===== src/common/axi_defs.svh =====
`ifndef AXI_DEFS_SVH
`define AXI_DEFS_SVH

`define XLEN                 64
`define AXI_ID_WIDTH         4
`define AXI_USER_WIDTH       1
`define AXI_STRB_WIDTH       8

`define AXI_ID_VALUE         4'd1

// unprivileged | secure | data access, all encoded as zero
`define AXI_PROT_DATA        3'b000

`define AXI_ARCACHE_NONCACHE 4'b0000 // device non-bufferable
`define AXI_AWCACHE_WB_ALLOC 4'b1111 // write-back, read and write allocate

// 64-bit words in the sram, as a power of two
`define SRAM_DEPTH_LOG2      10

`endif


===== src/common/axi_pkg.sv =====
`include "axi_defs.svh"

package axi_pkg;

    typedef enum logic [1:0] {
        OKAY   = 2'b00,
        EXOKAY = 2'b01,
        SLVERR = 2'b10,
        DECERR = 2'b11
    } axi_resp_e;

    typedef enum logic [1:0] {
        FIXED = 2'b00,
        INCR  = 2'b01,
        WRAP  = 2'b10
    } axi_burst_e;

    // bytes per beat
    typedef enum logic [2:0] {
        SIZE_1   = 3'd0,
        SIZE_2   = 3'd1,
        SIZE_4   = 3'd2,
        SIZE_8   = 3'd3,
        SIZE_16  = 3'd4,
        SIZE_32  = 3'd5,
        SIZE_64  = 3'd6,
        SIZE_128 = 3'd7
    } axi_size_e;

endpackage


===== src/common/lsu_pkg.sv =====
`include "axi_defs.svh"

package lsu_pkg;

    // bridge write side
    typedef enum logic [1:0] {
        WR_IDLE = 2'b00,
        WR_AW   = 2'b01,
        WR_W    = 2'b11,
        WR_B    = 2'b10
    } wr_state_e;

    // bridge read side
    typedef enum logic [1:0] {
        RD_IDLE = 2'b00,
        RD_AR   = 2'b01,
        RD_R    = 2'b11,
        RD_DONE = 2'b10
    } rd_state_e;

    // memory write side, reads are tracked by r_valid
    typedef enum logic [1:0] {
        SR_IDLE  = 2'b00,
        SR_WDATA = 2'b01,
        SR_BRESP = 2'b10
    } sram_state_e;

endpackage


===== src/axi_ls/axi_ls.sv =====
`timescale 1ns/1ps
`include "axi_defs.svh"

module axi_ls (
    input  logic                         clock,
    input  logic                         reset,

    input  logic                         wr_valid_i,
    input  logic                         rd_valid_i,
    input  logic [`XLEN-1:0]             addr_i,
    input  logic [`XLEN-1:0]             wr_data_i,
    input  logic [`AXI_STRB_WIDTH-1:0]   wr_mask_i,
    input  axi_pkg::axi_size_e           wr_size_i,
    input  axi_pkg::axi_size_e           rd_size_i,
    output logic                         wr_ok_o,
    output logic                         rd_ready_o,
    output logic [`XLEN-1:0]             rd_data_o,

    output logic                         axi_aw_valid_o,
    input  logic                         axi_aw_ready_i,
    output logic [`XLEN-1:0]             axi_aw_addr_o,
    output logic [`AXI_ID_WIDTH-1:0]     axi_aw_id_o,
    output logic [7:0]                   axi_aw_len_o,
    output axi_pkg::axi_size_e           axi_aw_size_o,
    output axi_pkg::axi_burst_e          axi_aw_burst_o,
    output logic [2:0]                   axi_aw_prot_o,
    output logic [3:0]                   axi_aw_cache_o,

    output logic                         axi_w_valid_o,
    input  logic                         axi_w_ready_i,
    output logic [`XLEN-1:0]             axi_w_data_o,
    output logic [`AXI_STRB_WIDTH-1:0]   axi_w_strb_o,
    output logic                         axi_w_last_o,

    input  logic                         axi_b_valid_i,
    output logic                         axi_b_ready_o,
    input  axi_pkg::axi_resp_e           axi_b_resp_i,

    output logic                         axi_ar_valid_o,
    input  logic                         axi_ar_ready_i,
    output logic [`XLEN-1:0]             axi_ar_addr_o,
    output logic [`AXI_ID_WIDTH-1:0]     axi_ar_id_o,
    output logic [7:0]                   axi_ar_len_o,
    output axi_pkg::axi_size_e           axi_ar_size_o,
    output axi_pkg::axi_burst_e          axi_ar_burst_o,
    output logic [2:0]                   axi_ar_prot_o,
    output logic [3:0]                   axi_ar_cache_o,

    input  logic                         axi_r_valid_i,
    output logic                         axi_r_ready_o,
    input  logic [`XLEN-1:0]             axi_r_data_i,
    input  axi_pkg::axi_resp_e           axi_r_resp_i,
    input  logic                         axi_r_last_i
);

    import axi_pkg::*;
    import lsu_pkg::*;

    wr_state_e                  wr_state;
    wr_state_e                  wr_state_next;
    rd_state_e                  rd_state;
    rd_state_e                  rd_state_next;

    logic [`XLEN-1:0]           wr_addr_q;
    logic [`XLEN-1:0]           wr_data_q;
    logic [`AXI_STRB_WIDTH-1:0] wr_mask_q;
    axi_size_e                  wr_size_q;
    logic                       wr_done_q;
    logic [`XLEN-1:0]           rd_addr_q;
    logic [`XLEN-1:0]           rd_data_q;
    axi_size_e                  rd_size_q;

    logic                       wr_load;
    logic                       rd_load;
    logic                       wr_match;
    logic                       rd_match;

    assign wr_match = (addr_i == wr_addr_q) && (wr_data_i == wr_data_q);
    assign rd_match = (addr_i == rd_addr_q);

    always_ff @(posedge clock or negedge reset) begin
        if (!reset) begin
            wr_state <= WR_IDLE;
            rd_state <= RD_IDLE;
        end else begin
            wr_state <= wr_state_next;
            rd_state <= rd_state_next;
        end
    end

    always_comb begin
        wr_state_next = wr_state;
        case (wr_state)
            WR_IDLE: if (wr_valid_i) wr_state_next = WR_AW;
            WR_AW:   if (axi_aw_ready_i) wr_state_next = WR_W;
            WR_W:    if (axi_w_ready_i) wr_state_next = WR_B;
            WR_B: begin
                // leave only once b is taken, else the slave stays blocked
                if (wr_done_q) begin
                    if (!wr_valid_i) wr_state_next = WR_IDLE;
                    else if (!wr_match) wr_state_next = WR_AW;
                end
            end
            default: wr_state_next = WR_IDLE;
        endcase
    end

    always_comb begin
        rd_state_next = rd_state;
        case (rd_state)
            RD_IDLE: if (rd_valid_i) rd_state_next = RD_AR;
            RD_AR:   if (axi_ar_ready_i) rd_state_next = RD_R;
            RD_R:    if (axi_r_valid_i) rd_state_next = RD_DONE;
            RD_DONE: begin
                if (!rd_valid_i) rd_state_next = RD_IDLE;
                else if (!rd_match) rd_state_next = RD_AR; // new address, re-issue
            end
            default: rd_state_next = RD_IDLE;
        endcase
    end

    assign wr_load = (wr_state_next == WR_AW) && (wr_state != WR_AW);
    assign rd_load = (rd_state_next == RD_AR) && (rd_state != RD_AR);

    always_ff @(posedge clock or negedge reset) begin
        if (!reset) begin
            wr_done_q <= 1'b0;
        end else if (wr_load) begin
            wr_done_q <= 1'b0;
        end else if (axi_b_valid_i && axi_b_ready_o) begin
            wr_done_q <= 1'b1;
        end
    end

    always_ff @(posedge clock) begin
        if (wr_load) begin
            wr_addr_q <= addr_i;
            wr_data_q <= wr_data_i;
            wr_mask_q <= wr_mask_i;
            wr_size_q <= wr_size_i;
        end
        if (rd_load) begin
            rd_addr_q <= addr_i;
            rd_size_q <= rd_size_i;
        end
        if (axi_r_valid_i && axi_r_ready_o) begin
            rd_data_q <= axi_r_data_i;
        end
    end

    assign axi_aw_valid_o = (wr_state == WR_AW);
    assign axi_aw_addr_o  = wr_addr_q;
    assign axi_aw_id_o    = `AXI_ID_VALUE;
    assign axi_aw_len_o   = 8'd0;        // single beat
    assign axi_aw_size_o  = wr_size_q;
    assign axi_aw_burst_o = INCR;
    assign axi_aw_prot_o  = `AXI_PROT_DATA;
    assign axi_aw_cache_o = `AXI_AWCACHE_WB_ALLOC;

    assign axi_w_valid_o  = (wr_state == WR_W);
    assign axi_w_data_o   = wr_data_q << {wr_addr_q[2:0], 3'b000}; // into byte lane
    assign axi_w_strb_o   = wr_mask_q << wr_addr_q[2:0];
    assign axi_w_last_o   = axi_w_valid_o;

    assign axi_b_ready_o  = (wr_state == WR_B) && !wr_done_q;
    assign wr_ok_o        = (wr_state == WR_B) && wr_done_q && wr_match;

    assign axi_ar_valid_o = (rd_state == RD_AR);
    assign axi_ar_addr_o  = rd_addr_q;
    assign axi_ar_id_o    = `AXI_ID_VALUE;
    assign axi_ar_len_o   = 8'd0;
    assign axi_ar_size_o  = rd_size_q;
    assign axi_ar_burst_o = INCR;
    assign axi_ar_prot_o  = `AXI_PROT_DATA;
    assign axi_ar_cache_o = `AXI_ARCACHE_NONCACHE;

    assign axi_r_ready_o  = (rd_state == RD_R);
    assign rd_ready_o     = (rd_state == RD_DONE) && rd_match;
    assign rd_data_o      = rd_ready_o ? rd_data_q : '0;

    a_aw_hold: assert property (@(posedge clock) disable iff (!reset)
        axi_aw_valid_o && !axi_aw_ready_i |=> axi_aw_valid_o);

    a_aw_w_excl: assert property (@(posedge clock) disable iff (!reset)
        !(axi_aw_valid_o && axi_w_valid_o));

    // slave only ever answers okay with one beat
    a_resp_okay: assert property (@(posedge clock) disable iff (!reset)
        (axi_b_valid_i && axi_b_ready_o |-> axi_b_resp_i == OKAY) and
        (axi_r_valid_i && axi_r_ready_o |-> axi_r_resp_i == OKAY && axi_r_last_i));

endmodule


===== config.mk =====
export PLATFORM = sky130hd
export DESIGN_NAME = axi_ls
export DESIGN_NICKNAME = d
export VERILOG_FILES = /design/src/common/axi_pkg.sv /design/src/common/lsu_pkg.sv /design/src/axi_ls/axi_ls.sv
export VERILOG_INCLUDE_DIRS = /design/src /design/src/common
export SDC_FILE = /design/constraint.sdc
export NUM_CORES = 1
export LEC_CHECK = 0
export ABC_AREA = 1
export BUFFER_PORTS_ARGS = -buffer_cell sky130_fd_sc_hd__buf_2
export CORE_AREA = 2 2 208 210
export DETAILED_ROUTE_END_ITERATION = 7
export DIE_AREA = 0 0 210 212
export PLACE_DENSITY_LB_ADDON = 0.25
export SLEW_MARGIN = 20
export SYNTH_ARGS = -nofsm -noshare
export SYNTH_HDL_FRONTEND = slang
export SYNTH_SLANG_ARGS = --single-unit

===== constraint.sdc =====
create_clock -name clock -period 13.4 [get_ports clock]
set_clock_uncertainty 0.05 [all_clocks]
set_input_delay 0.67 -clock clock [delete_from_list [all_inputs] [get_ports clock]]
set_output_delay 0.67 -clock clock [all_outputs]
set_load 0.05 [all_outputs]

==> results of run 1 <==
per-stage QoR:
step | total power (W) | std cells | hold WS [ns]
after global placement | 0.00375 | 2322 | 0.439
after global routing | 0.00490 | 2386 | 0.235
after CTS | 0.00471 | 2384 | 0.217
final | 0.00466 | 2386 | 0.251
after detailed placement | 0.00376 | 2322 | 0.442
after floorplan | 0.00323 | 1362 | 0.324
cell type report:
class | count | share of cell area
Sequential cell | 275 | 0.458
Clock buffer | 46 | 0.0511
Multi-Input combinational cell | 878 | 0.275
Inverter | 120 | 0.0251
Tap cell | 546 | 0.0380
Antenna cell | 2 | 0.000279
Clock inverter | 15 | 0.00975
Timing Repair Buffer | 504 | 0.142
power breakdown:
group | internal, W | leakage (nW) | switching, W | total (W)
clock | 0.000557 | 0.529 | 0.000365 | 0.000922
combinational | 0.000497 | 4.62 | 0.00173 | 0.00223
sequential | 0.00133 | 2.57 | 0.000179 | 0.00151
total | 0.00238 | 7.72 | 0.00228 | 0.00466
how the worst min path moves through the flow:
stage | to | cells past startpoint
6_report | rd_data_q[11]$_DFFE_PP_ | 1
5_1_grt | rd_data_q[62]$_DFFE_PP_ | 1
4_1_cts | rd_data_q[11]$_DFFE_PP_ | 1
3_5_place_dp | wr_state[0]$_DFF_PN0_ | 1
3_3_place_gp | wr_state[0]$_DFF_PN0_ | 1
2_1_floorplan | rd_state[0]$_DFF_PN0_ | 0
placed cells by master, fill, tap and decap left out, types with 2 or more instances in the layout:
cell	netlist	routed
dfrtp_1	5	5
o21ai_0	74	74
nor2_1	120	117
nor2_4	50	53
inv_1	117	116
a31oi_1	4	4
mux2i_1	16	16
clkbuf_1	33	11
nor3_1	2	2
nand2_1	304	304
buf_4	43	11
nand3_1	63	63
clkinv_2	0	4
bufinv_16	0	4
xor2_1	3	3
xnor2_1	166	166
nand4_1	7	7
edfxtp_1	270	270
o211ai_1	6	6
clkinv_1	1	6
o2111ai_1	7	7
a21oi_1	7	7
conb_1	2	42
buf_2	5	492
diode_2	0	2
inv_2	2	3
clkbuf_16	0	35
sequential cells by signal (all words and copies together), names as in the netlist:
signal / count
axi_ar_addr_o: 64
axi_ar_size_o: 3
axi_aw_addr_o: 64
axi_aw_size_o: 3
rd_data_q: 64
rd_state: 2
wr_data_q: 64
wr_done_q: 1
wr_mask_q: 8
wr_state: 2
synthesized netlist by cell type (all sizes together):
cell type / instances / area, um^2
nand2: 304 / 1140
edfxtp: 270 / 8110
nor2: 170 / 1010
xnor2: 166 / 1450
inv: 119 / 447
o21ai: 75 / 375
nand3: 64 / 325
buf: 56 / 462
clkbuf: 33 / 124
mux2i: 16 / 160
a21oi: 7 / 35.0
nand4: 7 / 43.8
o2111ai: 7 / 61.3
o211ai: 6 / 45.0
dfrtp: 5 / 125
a31oi: 4 / 25.0
xor2: 3 / 26.3
conb: 2 / 7.51
nor3: 2 / 10.0
a21boi: 1 / 7.51
clkinv: 1 / 3.75
nand3b: 1 / 7.51
nor3b: 1 / 7.51
nor4: 1 / 6.26
o21bai: 1 / 11.3
metal layers:
layer | up-vias | wire length, um
met2 | 413 | 20100
met3 | 84 | 3110
met5 | - | 7
met4 | 2 | 1380
li1 | 5240 | -
met1 | 5051 | 16400
cell families (layout without fill, tap and decap cells):
kind of cell / Yosys count / after routing
flip-flops: 275 / 275
AND/OR/NAND/NOR: 550 / 550
XOR/XNOR: 169 / 169
multiplexers: 16 / 16
buffers and inverters: 209 / 685
other: 2 / 44
AO/OA/AOI/OAI: 101 / 101
==> run metrics, run 1 <==
GRT busiest layer met2; Hold Path Origin axi_r_data_i[11]; Cell variety after synth 34; PortBufs between 400 and 500; post-DP HPWL just over 30 mm; Die ar. roughly 45000 um^2; fmax around 220 MHz; most used cell, CP nor2_1; critical path depth 10; Setup WS pre-CTS roughly 9 ns; via count between 10000 and 15000; R2R depth 14; worst hold path class in -> reg; die height 212 um; PwrDens between 200 and 300 nW/um^2; largest net degree at the start of global routing between 70 and 80; Worst-path clk slew roughly 0.06 ns; layout cells sized above 1 0.330; Storage cell area roughly 8200 um^2; sequential fraction of the synthesis area 0.587; initial antenna violation count 6; final setup vio count 0; Static Leak 7.72 nW; Synth warnings 0; Synth Area in Adders 0; max-cap violations 0; worst-margin pin slew approximately 0.96 ns; unrepaired setup endpoints after global routing false; Buf/Inv on CP 2; crit-path max FO 37; Core ar. 42500 um^2; syn_area_per_cell between 10 and 15 um^2; CP Launch Type flop; met2 usage 0.301; Total GRT Usage 0.179; Tmin final about 4.6 ns; met3 Use GR 0.0541; reg2reg start axi_aw_addr_o[0]$_DFFE_PP_; Reg-to-Reg End wr_data_q[58]$_DFFE_PP_; post-synthesis mux area share 0.0114; DR iter-0 viols 620; CTS resizes 0; Synth Instances between 1000 and 1500; htree depth 2; Worst path max stage delay between 0.6 and 0.7 ns; Placer Congestion 0.843; register bit total from synthesis ~280; ANT nets after route 0; CTS tree yes; slowest CP cell nand3_4; XOR/XNOR share of the synthesized area 0.105; # Post-CTS Setup Buffers 0; TritonRoute pass-1 iters 5; Ports 540; DR vias/cell 4.52; Clock Sink Count about 280; max-slew violations 0; grt total ovfl 0; Post-DP Area around 17000 um^2; root buf cell clkbuf_16; Post-Synth Simple-Gate Area 0.182; fin worst setup slack a little under 9 ns; Critical Path AT 3.91 ns; Crit. End Element output port; # DRC 0; area added between synthesis and finish 28.0%; CP Data Required Time ~13 ns; first-pass GRT wire length 60.6 mm; R2R setup slack 9.61 ns; Max-slew headroom 0.361; met1 Track Usage GR 0.214; CTS Hold Bufs 1; Die W ~210 um; vias in the first global route 10600; status finished clean; CTS max path bufs 3; multi-input combinational cell area 4940 um^2; CP startpoint axi_ar_addr_o[3]$_DFFE_PP_; Setup CP Type reg -> out; fillcell total around 4200; CTS Buf Count 34; VDD IR max 0.164 mV; Final Hold Fails 0; drt wl/cell 17.2 um; Final Cell Area between 15000 and 20000 um^2; main combinational cell family by area after synthesis simple AND/OR/NAND/NOR gates; Starting Density 0.330; Net count, final slightly above 2000; compound-gate portion of the synthesized area 0.0399; total negative slack 0 ns; final WL 41.1 mm; Top delay family on crit path simple AND/OR/NAND/NOR gates; Worst Setup EP rd_data_o[0]; Worst-Skew Late Latency 0.54 ns; crit-path cells xor2_1 > nor3b_1 > nand3_1 > nor2_1 > nand2_1 > nor2_4 > nand3_4 > buf_4 > nor2_1 > buf_2; row cnt 76; mapped cell area about 14000 um^2; Final Cycle Share 0.345; Final Core Density 0.423
Note: power is estimated with default switching activity, not from simulation.
==> run 2: changes to the inputs <==
Clock period 13.4 ns to 4.1 ns, I/O delays scaled along.
==> run metrics, run 2 (synthesized netlist as in run 1, its figures left out) <==
status finished clean (unchanged); row cnt 76 (unchanged); placed insts 2327 (was 2322); fillcell total 3900 (was 4170); final setup vio count 0 (unchanged); Final Core Density 0.474 (was 0.423); final WL 43.9 mm (was 41.1 mm); # DRC 0 (unchanged); crit-path max FO 74 (was 37); first-pass GRT wire length 65.2 mm (was 60.6 mm); Worst-path clk slew 0.06 ns (about the same); PwrDens 761 nW/um^2 (was 259 nW/um^2); Critical Path AT 3.58 ns (was 3.91 ns); Tot Pwr 0.0153 W (was 0.00466 W); CP Data Required Time 3.85 ns (was 12.68 ns); root buf cell clkbuf_16 (unchanged); Setup CP Type reg -> out (unchanged); TritonRoute pass-1 iters 5 (unchanged); Max-slew headroom 0.326 (was 0.361); Worst-Skew Late Latency 0.54 ns (about the same); via count 11700 (was 10800); drt wl/cell 16.8 um (was 17.2 um); hold slack 0.0500 ns (was 0.251 ns); DR vias/cell 4.49 (was 4.52); Placer Congestion 0.862 (was 0.843); commonest non-fill, non-tap cell in the layout buf_2 (unchanged); PortBufs 492 (unchanged); die height 212 um (unchanged); initial antenna violation count 4 (was 6); CTS tree yes (unchanged); area added between synthesis and finish 43.5% (was 28.0%); largest net degree at the start of global routing 122 (was 75); total negative slack 0 ns (unchanged); CTS Buf Count 35 (was 34); Storage cell area 8230 um^2 (unchanged); reg2reg start wr_data_q[52]$_DFFE_PP_ (was axi_aw_addr_o[0]$_DFFE_PP_); worst-margin pin slew 1.01 ns (was 0.958 ns); CP Launch Type flop (unchanged); Static Leak 8.62 nW (was 7.72 nW); most frequent cells in the layout buf_2 (492), nand2_1 (304), edfxtp_1 (270) (unchanged); multi-input combinational cell area 4940 um^2 (unchanged); Clock Sink Count 275 (unchanged); max-slew violations 0 (unchanged); worst hold path class in -> reg (unchanged); ANT nets after route 0 (unchanged); Crit. End Element output port (unchanged); DR iter-0 viols 657 (was 620); Final Cycle Share 0.936; Net count, final 2253 (was 2033); Ports 540 (unchanged); VDD IR max 0.519 mV (was 0.164 mV); CP startpoint axi_aw_addr_o[0]$_DFFE_PP_ (was axi_ar_addr_o[3]$_DFFE_PP_); Core ar. 42500 um^2 (unchanged); vias in the first global route 11800 (was 10600); Hold Path Origin axi_aw_ready_i (was axi_r_data_i[11]); fmax around 260 MHz; Die ar. 44500 um^2 (unchanged); Starting Density 0.330 (unchanged); Tmin final ~3.8 ns; unrepaired setup endpoints after global routing false (unchanged); Die W 210 um (unchanged); grt total ovfl 0 (unchanged); Final Hold Fails 0 (unchanged); final cell count without fillers 2608 (was 2386); htree depth 2 (unchanged); CTS max path bufs 3 (unchanged); max-cap violations 0 (unchanged); Total GRT Usage 0.189 (was 0.179); layout cells sized above 1 0.299 (was 0.330); # Post-CTS Setup Buffers 0 (unchanged); post-DP HPWL 31.1 mm (was 30.6 mm)
## run 2: final timing paths
| kind | cells past startpoint | endpoint | slack [ns] |
|---|---|---|---|
| setup / recovery | 9 | axi_w_data_o[61] | 0.26 |
| hold / removal | 4 | wr_state[1]$_DFF_PN0_ | 0.05 |
| setup reg to reg | 13 | axi_aw_size_o[0]$_DFFE_PP_ | 0.72 |
| hold reg to reg | 4 | wr_done_q$_DFFE_PN0P_ | 0.60 |
| max in group asynchronous | 3 | rd_state[0]$_DFF_PN0_ | 3.18 |
| min in group asynchronous | 3 | wr_state[0]$_DFF_PN0_ | 0.61 |
## run 2: through the flow
stage               worst slack [ns]  area (um^2)
floorplan                    0.00871        14200
global placement               0.872        16900
detailed placement             0.837        16900
CTS                            0.230        20100
global route                  0.0211        20100
finish                         0.263        20100
## run 2: metal layers
metal	global-route usage	share of wire	up-vias
li1	-	-	5683
met3	0.0563	0.070	71
met2	0.332	0.50	445
met5	0	0	-
met1	0.221	0.40	5504
met4	0.0636	0.028	0
## run 2: worst max-delay path, cell delays in order, from the launching register on
cell and delay (ns):
edfxtp_1 0.35, buf_4 0.64, clkinvlp_4 0.58, buf_4 0.30
nand2_1 0.06, o21ai_0 0.10, nand2_1 0.08, o21ai_0 0.18
o21ai_0 0.32, buf_2 0.33
## run 2: power by group
group	total, W	internal (W)	switching, W
clock	0.00287	0.00165	0.00122
sequential	0.00493	0.00434	0.000597
combinational	0.00753	0.00178	0.00575
## run 2: repair_timing
item                                   CTS  global route
setup endpoints to repair                0             2
gates resized for setup                  0             1
endpoints found under the hold margin  280             0
hold buffers                           214             0
## run 2: area by class of cell
class	instances	area share
well taps	546	0.0339
clock buffers	43	0.0450
clock inverters	19	0.00752
repair inverters	1	0.000249
diodes	4	0.000497
flip-flops and latches	275	0.409
repair buffers	722	0.236
multi-input cells	878	0.246
inverters	120	0.0226
